==> config.mk <==
export PLATFORM = sky130hd
export DESIGN_NAME = pipe_ctrl_top
export DESIGN_NICKNAME = d
export VERILOG_FILES = /design/src/verilog/riscv_pkg.sv /design/src/verilog/pipe_tracker.sv /design/src/verilog/operand_forward.sv /design/src/verilog/hazard_ctrl.sv /design/src/verilog/pipe_ctrl_top.sv
export SDC_FILE = /design/constraint.sdc
export NUM_CORES = 1
export LEC_CHECK = 0
export BUFFER_PORTS_ARGS = -buffer_cell sky130_fd_sc_hd__buf_2
export CAP_MARGIN = 20
export CORE_AREA = 2 2 117 119
export CTS_CLUSTER_SIZE = 10
export DETAILED_ROUTE_END_ITERATION = 8
export DIE_AREA = 0 0 119 121
export PLACE_DENSITY = 0.58
export SYNTH_ARGS = -nofsm -noshare
export SYNTH_HDL_FRONTEND = slang
export SYNTH_SLANG_ARGS = --single-unit
==> constraint.sdc <==
create_clock -name clk_i -period 3.2 [get_ports clk_i]
set_clock_uncertainty 0.15 [all_clocks]
set_input_delay 0.64 -clock clk_i [delete_from_list [all_inputs] [get_ports clk_i]]
set_output_delay 0.64 -clock clk_i [all_outputs]
set_load 0.02 [all_outputs]
==> src/verilog/riscv_pkg.sv <==
/* trap codes 0..15 carry the mcause code in their low 4 bits; 16 and up are pseudo codes
   only the standard machine mode exception codes are named, interrupts are not modelled */
`default_nettype none

package riscv_pkg;

    // register file address width, x0..x31
    localparam int REG_ADDR_W = 5;

    // trap code reported by the MEM stage
    typedef enum logic [4:0]
    {
        EXC_INSTR_MISALIGN = 5'd0,
        EXC_INSTR_FAULT    = 5'd1,
        EXC_ILLEGAL_INSTR  = 5'd2,
        EXC_BREAKPOINT     = 5'd3,
        EXC_LOAD_MISALIGN  = 5'd4,
        EXC_LOAD_FAULT     = 5'd5,
        EXC_STORE_MISALIGN = 5'd6,
        EXC_STORE_FAULT    = 5'd7,
        EXC_ECALL_U        = 5'd8,
        EXC_ECALL_S        = 5'd9,
        EXC_ECALL_M        = 5'd11,
        EXC_INSTR_PAGE     = 5'd12,
        EXC_LOAD_PAGE      = 5'd13,
        EXC_STORE_PAGE     = 5'd15,
        // no trap in MEM this cycle
        NO_TRAP            = 5'd16,
        // return from machine mode handler
        MRET               = 5'd17
    } exc_t;

    // next pc source for fetch
    typedef enum logic [1:0]
    {
        PC_JUMP = 2'd0,
        PC_MEPC = 2'd1,
        PC_EXC  = 2'd2
    } pc_sel_t;

    // mcause CSR word, seen raw by the CSR file or by field when it is built
    typedef union packed
    {
        logic [31:0] raw;
        struct packed
        {
            logic        irq;
            logic [26:0] zero;
            logic [3:0]  code;
        } field;
    } mcause_u;

endpackage

`default_nettype wire

==> src/verilog/pipe_tracker.sv <==
/* destination tags of ID/EX, EX/MEM and MEM/WB; a load tag marks a load writing a nonzero rd
   write enables are masked for x0 on entry, so no consumer has to compare against x0 */
`default_nettype none

module pipe_tracker
(
    input  wire                              clk_i,
    input  wire                              rst_n_i,

    // instruction in ID
    input  wire                              id_valid_i,
    input  wire [riscv_pkg::REG_ADDR_W-1:0]  id_rd_addr_i,
    input  wire                              id_write_rd_i,
    input  wire                              id_use_mem_i,
    input  wire                              id_is_csr_i,

    // bubble requests from the hazard controller
    input  wire                              id_ex_flush_i,
    input  wire                              ex_mem_flush_i,
    input  wire riscv_pkg::exc_t             mem_trap_i,

    // ID/EX tags
    output logic [riscv_pkg::REG_ADDR_W-1:0] id_ex_rd_o,
    output logic                             id_ex_load_o,
    output logic                             id_ex_csr_o,

    // EX/MEM tags
    output logic [riscv_pkg::REG_ADDR_W-1:0] ex_mem_rd_o,
    output logic                             ex_mem_write_o,
    output logic                             ex_mem_load_o,
    output logic                             ex_mem_csr_o,

    // MEM/WB tags
    output logic [riscv_pkg::REG_ADDR_W-1:0] mem_wb_rd_o,
    output logic                             mem_wb_write_o,
    output logic                             mem_wb_load_o
);

    // write enable of ID/EX, kept internal since only later stages forward
    logic id_ex_write_q;
    logic id_write;
    logic id_load;
    logic mem_trap;

    // x0 is hardwired, so a write to it is dropped right here
    assign id_write = id_write_rd_i && (id_rd_addr_i != '0);
    // a store uses memory too but writes no rd, so it is never a load here
    assign id_load  = id_write && id_use_mem_i;
    // MRET also counts, the MEM instruction never retires through WB
    assign mem_trap = (mem_trap_i != riscv_pkg::NO_TRAP);

    // ID/EX takes the ID tags, bubble on flush or an empty ID slot
    always_ff @(posedge clk_i or negedge rst_n_i)
    begin
        if (!rst_n_i)
        begin
            id_ex_rd_o    <= '0;
            id_ex_write_q <= 1'b0;
            id_ex_load_o  <= 1'b0;
            id_ex_csr_o   <= 1'b0;
        end
        else if (id_ex_flush_i || !id_valid_i)
        begin
            id_ex_rd_o    <= '0;
            id_ex_write_q <= 1'b0;
            id_ex_load_o  <= 1'b0;
            id_ex_csr_o   <= 1'b0;
        end
        else
        begin
            id_ex_rd_o    <= id_rd_addr_i;
            id_ex_write_q <= id_write;
            id_ex_load_o  <= id_load;
            id_ex_csr_o   <= id_is_csr_i;
        end
    end

    // EX/MEM follows ID/EX, bubble when a trap kills it
    always_ff @(posedge clk_i or negedge rst_n_i)
    begin
        if (!rst_n_i)
        begin
            ex_mem_rd_o    <= '0;
            ex_mem_write_o <= 1'b0;
            ex_mem_load_o  <= 1'b0;
            ex_mem_csr_o   <= 1'b0;
        end
        else if (ex_mem_flush_i)
        begin
            ex_mem_rd_o    <= '0;
            ex_mem_write_o <= 1'b0;
            ex_mem_load_o  <= 1'b0;
            ex_mem_csr_o   <= 1'b0;
        end
        else
        begin
            ex_mem_rd_o    <= id_ex_rd_o;
            ex_mem_write_o <= id_ex_write_q;
            ex_mem_load_o  <= id_ex_load_o;
            ex_mem_csr_o   <= id_ex_csr_o;
        end
    end

    // MEM/WB follows EX/MEM, the trapping instruction becomes a bubble
    always_ff @(posedge clk_i or negedge rst_n_i)
    begin
        if (!rst_n_i)
        begin
            mem_wb_rd_o    <= '0;
            mem_wb_write_o <= 1'b0;
            mem_wb_load_o  <= 1'b0;
        end
        else if (mem_trap)
        begin
            mem_wb_rd_o    <= '0;
            mem_wb_write_o <= 1'b0;
            mem_wb_load_o  <= 1'b0;
        end
        else
        begin
            mem_wb_rd_o    <= ex_mem_rd_o;
            mem_wb_write_o <= ex_mem_write_o;
            mem_wb_load_o  <= ex_mem_load_o;
        end
    end

    // masking happens once at ID, every later stage has to keep it through the shifts
    x0_never_written: assert property (@(posedge clk_i) disable iff (!rst_n_i)
        !((id_ex_write_q && (id_ex_rd_o == '0)) ||
          (ex_mem_write_o && (ex_mem_rd_o == '0)) ||
          (mem_wb_write_o && (mem_wb_rd_o == '0))));

endmodule

`default_nettype wire

==> src/verilog/operand_forward.sv <==
/* one source operand of the EX instruction; write tags must already be masked for x0
   an EX/MEM load never forwards, the load-use stall covers that case */
`default_nettype none

module operand_forward
#(
    parameter int XLEN = 32
)
(
    // source addresses in ID and EX
    input  wire [riscv_pkg::REG_ADDR_W-1:0] id_rs_i,
    input  wire [riscv_pkg::REG_ADDR_W-1:0] ex_rs_i,
    input  wire [XLEN-1:0]                  rs_rdata_i,

    // ID/EX tags, for load-use only
    input  wire [riscv_pkg::REG_ADDR_W-1:0] id_ex_rd_i,
    input  wire                             id_ex_load_i,

    // EX/MEM tags and result
    input  wire [riscv_pkg::REG_ADDR_W-1:0] ex_mem_rd_i,
    input  wire                             ex_mem_write_i,
    input  wire                             ex_mem_load_i,
    input  wire [XLEN-1:0]                  ex_mem_alu_i,

    // MEM/WB tags and results
    input  wire [riscv_pkg::REG_ADDR_W-1:0] mem_wb_rd_i,
    input  wire                             mem_wb_write_i,
    input  wire                             mem_wb_load_i,
    input  wire [XLEN-1:0]                  mem_wb_alu_i,
    input  wire [XLEN-1:0]                  mem_wb_rdata_i,

    output logic                            fwd_ex_mem_o,
    output logic                            fwd_mem_wb_o,
    output logic [XLEN-1:0]                 operand_o,
    output logic                            load_use_o
);

    logic ex_mem_hit;
    logic mem_wb_hit;

    // the alu result of a load is its address, not the data
    assign ex_mem_hit = ex_mem_write_i && !ex_mem_load_i && (ex_mem_rd_i == ex_rs_i);
    assign mem_wb_hit = mem_wb_write_i && (mem_wb_rd_i == ex_rs_i);

    // the younger writer holds the newer value of rd
    assign fwd_ex_mem_o = ex_mem_hit;
    assign fwd_mem_wb_o = mem_wb_hit && !ex_mem_hit;

    always_comb
    begin
        if (fwd_ex_mem_o)
            operand_o = ex_mem_alu_i;
        else if (fwd_mem_wb_o)
            // loaded data for a load, alu result for anything else
            operand_o = mem_wb_load_i ? mem_wb_rdata_i : mem_wb_alu_i;
        else
            operand_o = rs_rdata_i;
    end

    // load in ID/EX feeding the ID instruction, data is one cycle late
    assign load_use_o = id_ex_load_i && (id_ex_rd_i == id_rs_i);

    // at most one forwarding path drives the EX operand
    fwd_onehot: assert final (!(fwd_ex_mem_o && fwd_mem_wb_o));

endmodule

`default_nettype wire

==> src/verilog/hazard_ctrl.sv <==
/* stalls hold IF/ID for one cycle only; MRET and traps are taken from the MEM stage
   mcause is always a synchronous exception, irq stays zero */
`default_nettype none

module hazard_ctrl
#(
    parameter int NUM_SRC = 2
)
(
    // one load-use match per ID source
    input  wire [NUM_SRC-1:0]       load_use_i,

    input  wire                     id_valid_i,
    input  wire                     id_is_csr_i,
    input  wire                     id_ex_csr_i,
    input  wire                     ex_mem_csr_i,

    // taken branch or jump resolved in EX
    input  wire                     ex_new_pc_en_i,
    input  wire riscv_pkg::exc_t    mem_trap_i,

    // pipeline register controls
    output logic                    if_id_stall_o,
    output logic                    if_id_flush_o,
    output logic                    id_ex_flush_o,
    output logic                    ex_mem_flush_o,

    // fetch steering
    output logic                    new_pc_en_o,
    output riscv_pkg::pc_sel_t      pc_sel_o,

    // to the CSR file
    output logic                    csr_mret_o,
    output logic                    is_trap_o,
    output riscv_pkg::mcause_u      csr_mcause_o
);

    logic load_use;
    logic mem_trap;
    logic csr_in_flight;

    assign load_use      = |load_use_i;
    assign mem_trap      = (mem_trap_i != riscv_pkg::NO_TRAP);
    // CSR side effects land late, so younger instructions wait
    assign csr_in_flight = id_ex_csr_i || ex_mem_csr_i;

    // hold the ID instruction while its load or a CSR is ahead
    assign if_id_stall_o  = load_use || csr_in_flight;
    // nothing behind a CSR enters ID until it drains
    assign if_id_flush_o  = id_is_csr_i || csr_in_flight;
    // bubble into EX on redirect, empty ID, load-use or trap
    assign id_ex_flush_o  = ex_new_pc_en_i || !id_valid_i || load_use || mem_trap;
    // a trap in MEM also kills the EX instruction
    assign ex_mem_flush_o = mem_trap;

    // MEM outranks EX, it is the older instruction
    always_comb
    begin
        new_pc_en_o = 1'b0;
        pc_sel_o    = riscv_pkg::PC_JUMP;
        csr_mret_o  = 1'b0;
        is_trap_o   = 1'b0;
        unique case (mem_trap_i)
            riscv_pkg::NO_TRAP:
            begin
                new_pc_en_o = ex_new_pc_en_i;
                pc_sel_o    = riscv_pkg::PC_JUMP;
            end
            riscv_pkg::MRET:
            begin
                new_pc_en_o = 1'b1;
                pc_sel_o    = riscv_pkg::PC_MEPC;
                csr_mret_o  = 1'b1;
            end
            default:
            begin
                // any exception code, vector to the handler
                new_pc_en_o = 1'b1;
                pc_sel_o    = riscv_pkg::PC_EXC;
                is_trap_o   = 1'b1;
            end
        endcase
    end

    // cause code is the low nibble of the trap code
    always_comb
    begin
        csr_mcause_o            = '0;
        csr_mcause_o.field.irq  = 1'b0;
        csr_mcause_o.field.code = mem_trap_i[3:0];
    end

    // the CSR file would update mstatus twice otherwise
    mret_trap_excl: assert final (!(csr_mret_o && is_trap_o));

endmodule

`default_nettype wire

==> src/verilog/pipe_ctrl_top.sv <==
/* stage data inputs must line up with the tracked ID/EX, EX/MEM and MEM/WB tags
   NUM_SRC may be 1 to 3; no back-pressure, id_valid_i is the only strobe */
`default_nettype none

module pipe_ctrl_top
#(
    parameter int XLEN    = 32,
    parameter int NUM_SRC = 2
)
(
    input  wire                                           clk_i,
    input  wire                                           rst_n_i,

    // ID stage
    input  wire                                           id_valid_i,
    input  wire [NUM_SRC-1:0][riscv_pkg::REG_ADDR_W-1:0]  id_rs_addr_i,
    input  wire [riscv_pkg::REG_ADDR_W-1:0]               id_rd_addr_i,
    input  wire                                           id_write_rd_i,
    input  wire                                           id_use_mem_i,
    input  wire                                           id_is_csr_i,

    // EX stage
    input  wire [NUM_SRC-1:0][riscv_pkg::REG_ADDR_W-1:0]  ex_rs_addr_i,
    input  wire [NUM_SRC-1:0][XLEN-1:0]                   ex_rs_rdata_i,
    input  wire                                           ex_new_pc_en_i,

    // later stage data and MEM trap
    input  wire [XLEN-1:0]                                ex_mem_alu_result_i,
    input  wire [XLEN-1:0]                                mem_wb_alu_result_i,
    input  wire [XLEN-1:0]                                mem_wb_dmem_rdata_i,
    input  wire riscv_pkg::exc_t                          mem_trap_i,

    // per operand forwarding
    output logic [NUM_SRC-1:0]                            fwd_ex_mem_o,
    output logic [NUM_SRC-1:0]                            fwd_mem_wb_o,
    output logic [NUM_SRC-1:0][XLEN-1:0]                  ex_operand_o,

    // pipeline controls and steering
    output logic                                          if_id_stall_o,
    output logic                                          if_id_flush_o,
    output logic                                          id_ex_flush_o,
    output logic                                          ex_mem_flush_o,
    output logic                                          new_pc_en_o,
    output riscv_pkg::pc_sel_t                            pc_sel_o,
    output logic                                          csr_mret_o,
    output logic                                          is_trap_o,
    output riscv_pkg::mcause_u                            csr_mcause_o
);

    // tracker tags
    logic [riscv_pkg::REG_ADDR_W-1:0] id_ex_rd;
    logic                             id_ex_load;
    logic                             id_ex_csr;
    logic [riscv_pkg::REG_ADDR_W-1:0] ex_mem_rd;
    logic                             ex_mem_write;
    logic                             ex_mem_load;
    logic                             ex_mem_csr;
    logic [riscv_pkg::REG_ADDR_W-1:0] mem_wb_rd;
    logic                             mem_wb_write;
    logic                             mem_wb_load;
    // load-use match per ID source
    logic [NUM_SRC-1:0]               load_use;

    pipe_tracker u_tracker
    (
        .clk_i          (clk_i),
        .rst_n_i        (rst_n_i),
        .id_valid_i     (id_valid_i),
        .id_rd_addr_i   (id_rd_addr_i),
        .id_write_rd_i  (id_write_rd_i),
        .id_use_mem_i   (id_use_mem_i),
        .id_is_csr_i    (id_is_csr_i),
        .id_ex_flush_i  (id_ex_flush_o),
        .ex_mem_flush_i (ex_mem_flush_o),
        .mem_trap_i     (mem_trap_i),
        .id_ex_rd_o     (id_ex_rd),
        .id_ex_load_o   (id_ex_load),
        .id_ex_csr_o    (id_ex_csr),
        .ex_mem_rd_o    (ex_mem_rd),
        .ex_mem_write_o (ex_mem_write),
        .ex_mem_load_o  (ex_mem_load),
        .ex_mem_csr_o   (ex_mem_csr),
        .mem_wb_rd_o    (mem_wb_rd),
        .mem_wb_write_o (mem_wb_write),
        .mem_wb_load_o  (mem_wb_load)
    );

    // one forwarding unit per source operand slot
    for (genvar s = 0; s < NUM_SRC; s++)
    begin : g_src
        operand_forward #(.XLEN(XLEN)) u_fwd
        (
            .id_rs_i        (id_rs_addr_i[s]),
            .ex_rs_i        (ex_rs_addr_i[s]),
            .rs_rdata_i     (ex_rs_rdata_i[s]),
            .id_ex_rd_i     (id_ex_rd),
            .id_ex_load_i   (id_ex_load),
            .ex_mem_rd_i    (ex_mem_rd),
            .ex_mem_write_i (ex_mem_write),
            .ex_mem_load_i  (ex_mem_load),
            .ex_mem_alu_i   (ex_mem_alu_result_i),
            .mem_wb_rd_i    (mem_wb_rd),
            .mem_wb_write_i (mem_wb_write),
            .mem_wb_load_i  (mem_wb_load),
            .mem_wb_alu_i   (mem_wb_alu_result_i),
            .mem_wb_rdata_i (mem_wb_dmem_rdata_i),
            .fwd_ex_mem_o   (fwd_ex_mem_o[s]),
            .fwd_mem_wb_o   (fwd_mem_wb_o[s]),
            .operand_o      (ex_operand_o[s]),
            .load_use_o     (load_use[s])
        );
    end

    hazard_ctrl #(.NUM_SRC(NUM_SRC)) u_hazard
    (
        .load_use_i     (load_use),
        .id_valid_i     (id_valid_i),
        .id_is_csr_i    (id_is_csr_i),
        .id_ex_csr_i    (id_ex_csr),
        .ex_mem_csr_i   (ex_mem_csr),
        .ex_new_pc_en_i (ex_new_pc_en_i),
        .mem_trap_i     (mem_trap_i),
        .if_id_stall_o  (if_id_stall_o),
        .if_id_flush_o  (if_id_flush_o),
        .id_ex_flush_o  (id_ex_flush_o),
        .ex_mem_flush_o (ex_mem_flush_o),
        .new_pc_en_o    (new_pc_en_o),
        .pc_sel_o       (pc_sel_o),
        .csr_mret_o     (csr_mret_o),
        .is_trap_o      (is_trap_o),
        .csr_mcause_o   (csr_mcause_o)
    );

endmodule

`default_nettype wire

==> out/results.ini <==
[run_status]
status = finished, final reports clean

[setup_path]
critPathMaxFanout = 20
critical_path_class = in2out
cp.depth = 9
reg2reg_depth = 5
path_common_cell = buf_2
cp_slowest_cell = nor4_1
worstReg2RegEnd = u_tracker.id_ex_rd_o[1]
r2r_slack_ns = 1.51
path_cells = buf_2 -> xor2_1 -> nor4_1 -> buf_4 -> and2_2 -> buf_12 -> mux2i_1 -> o21ai_0 -> buf_2
crit_family = buffers and inverters
cp.required_ns = 2.41
worstPathArrival_ns = 2.27
r2r_start = u_tracker.id_ex_rd_o[4]
critical-path-max-stage-delay_ns = 0.28
start_kind = input pin
cp-end-kind = primary output
critPathBufInv = 4

[layout]
final_util_pct = 36.6
layout_commonest_cell = buf_2
layout_common_cells = buf_2, nand2_1, mux2i_1
drive_gt1_share_pct = 52.0
area_delta_synth_final_pct = 47.4
diodes = 0
nNetsFinal = 858

[yosys]
synth_area_um2 = 3250
yosys.area.top_type_share_pct = 19.4
yosysWarningCount = 0
ys_seq_elements = 23
synth.avg_cell_area_um2 = 8.13
synth_largest_area_cell = mux2i_1
netlist_instances = 400
seq_area_frac_synth_pct = 17.7
synth_area_leaders = mux2i_1, dfrtp_1, mux2_2
synth_cell_types = 42

[power_and_ir_drop]
ir_worst_vdd_mv = 0.165
p_per_area_nw_per_um2 = 194
p_leak_nw = 2.24
p_clk_share_pct = 27.8
seqPwrFrac_pct = 31.3
p_sw_share_pct = 32.0
power_frac_comb_pct = 40.8
internal_power_mw = 0.633
switching_power_mw = 0.298

[global_route]
overflow = 0
grt_max_degree = 37
grt.total_usage_pct = 15.1
grt_pass1_wl_um = 17600
antenna_found_initial = 2
grt_pass1_vias = 3443

[cts]
cts_made_buffers = 3
clock_path_buffers = 2
cts_resized = 0
htreeDepth = 1
tritoncts = yes
post_cts.repair.setup_buffers = 0
ctsHoldBuffers = 0
clkSinkCount = 23
path_clk_slew_ns = 0.06
cts_root_buf = clkbuf_16
clock_latency_ns = 0.25

[floorplan]
io_pins = 306
die_y_um = 121
start_util_pct = 24.9
core_um2 = 13100
rows = 42
die_w_um = 119
dieArea_um2 = 14400

[placement]
hpwl_um = 10100
globalplace.congestion = 0.882
port_buffers = 277

[flow_run]
cap_violations = 0

[worst_hold_path]
hold_path.class = in2async

[drt]
totalWireLength_um = 11900
drt-vias-per-instance = 4.39
drc_errors = 0
ant_nets = 0
vias = 3674
dr.first_iter.drc_count = 112
wire_per_inst_um = 14.3
drtPass1Iterations = 4

[sta]
max_freq_mhz = 327
min_period_over_period_pct = 95.7
timing.hold.ws_ns = 0.208
finalHoldViolations = 0
period_minus_slack_ns = 3.06
max-slew-margin-rel_pct = 66.2
rsz0062_at_grt = false
setup_viol = 0
worst_pin_slew_ns = 0.507
setup_tns_ns = 0
slew_viol_final = 0

## cells in the mapped netlist
cell       number
nor2b_1         3
nor4_1          1
a21boi_1        1
o2bb2ai_1       1
or2b_2          1
buf_4          38
a21o_1          2
and2_1         18
nand2b_1        1
mux2i_1        63
conb_1          1
o21ai_1        18
or3_1           1
nor3b_1         1
buf_6           4
or4b_4          1
or4_1           1
nand2_1        65
o21ai_0        37
clkbuf_1       16
and3_1          7
nand3_1         2
nor2_1          4
a211o_1         1
xor2_1          5
mux2_2         31
xnor2_1        22
nor3_4          1
o2111ai_1       1
dfrtp_1        23
nor2_4          2
inv_1           5
buf_8           2
a221o_1         1
a211oi_1        1
nor3b_2         1
nand4_1         3
o21ai_2         9
nor3_1          1
a21oi_1         1
buf_2           2
o22ai_1         1
## through the flow
stage               area [µm²]  std cells  total power [mW]  worst slack, ns
floorplan                 3350        427             0.510            0.320
global placement          4710        832             0.675            0.178
detailed placement        4710        832             0.677            0.143
CTS                       4790        836             0.942            0.145
global route              4790        836             0.983           0.0638
finish                    4790        836             0.931            0.139
## worst max-delay path by stage
| stage | start | end | slack [ns] |
|---|---|---|---|
| after floorplan | ex_rs_addr_i[4] | ex_operand_o[10] | 0.32 |
| after global placement | ex_rs_addr_i[4] | ex_operand_o[21] | 0.18 |
| after detailed placement | ex_rs_addr_i[4] | ex_operand_o[21] | 0.14 |
| after CTS | ex_rs_addr_i[4] | ex_operand_o[21] | 0.14 |
| after global routing | ex_rs_addr_i[4] | ex_operand_o[21] | 0.06 |
| final | ex_rs_addr_i[4] | ex_operand_o[21] | 0.14 |
## routing by layer
layer,wire length (µm),GRT usage (%),up-vias
li1,-,-,1839
met1,4740,17.8,1658
met2,6170,29.1,167
met3,944,3.10,6
met4,38,1.41,4
met5,23,0,-
## power by group through the flow
| stage | Combinational [mW] | Clock [mW] | Sequential (mW) |
|---|---|---|---|
| 6_report | 0.380 | 0.259 | 0.292 |
| 5_1_grt | 0.412 | 0.280 | 0.291 |
| 4_1_cts | 0.382 | 0.268 | 0.291 |
| 3_5_place_dp | 0.380 | 0 | 0.297 |
| 3_3_place_gp | 0.379 | 0 | 0.297 |
| 2_1_floorplan | 0.214 | 0 | 0.297 |
## worst register-to-register path, cell delays in order (launching register included)
cell	delay, ns
dfrtp_1	0.43
xnor2_1	0.19
nand3_1	0.09
o22ai_1	0.26
a21boi_1	0.20
and3_1	0.24
## state kept, by name (all words and copies together) (netlist names)
name	count
u_tracker.id_ex_rd_o	5
u_tracker.ex_mem_csr_o	1
u_tracker.id_ex_write_q	1
u_tracker.ex_mem_write_o	1
u_tracker.id_ex_csr_o	1
u_tracker.mem_wb_rd_o	5
u_tracker.mem_wb_write_o	1
u_tracker.ex_mem_load_o	1
u_tracker.mem_wb_load_o	1
u_tracker.ex_mem_rd_o	5
u_tracker.id_ex_load_o	1
## cells by family (layout without fill, tap and decap cells)
group,after synthesis,count (layout),synth area share (%)
AO/OA/AOI/OAI,74,74,13.3
XOR/XNOR,27,27,7.27
buffers and inverters,67,300,13.8
flip-flops,23,23,17.7
multiplexers,94,94,30.1
other,1,28,0.115
AND/OR/NAND/NOR,114,114,17.7
## layout make-up
cell class	instances	area, µm²
tap	176	220
timing repair buffer	291	1550
multi-input combinational	337	2350
clock buffer	4	78.8
inverter	5	18.8
sequential	23	576
fill	1394	8290
Note: power is estimated with default switching activity, not from simulation.
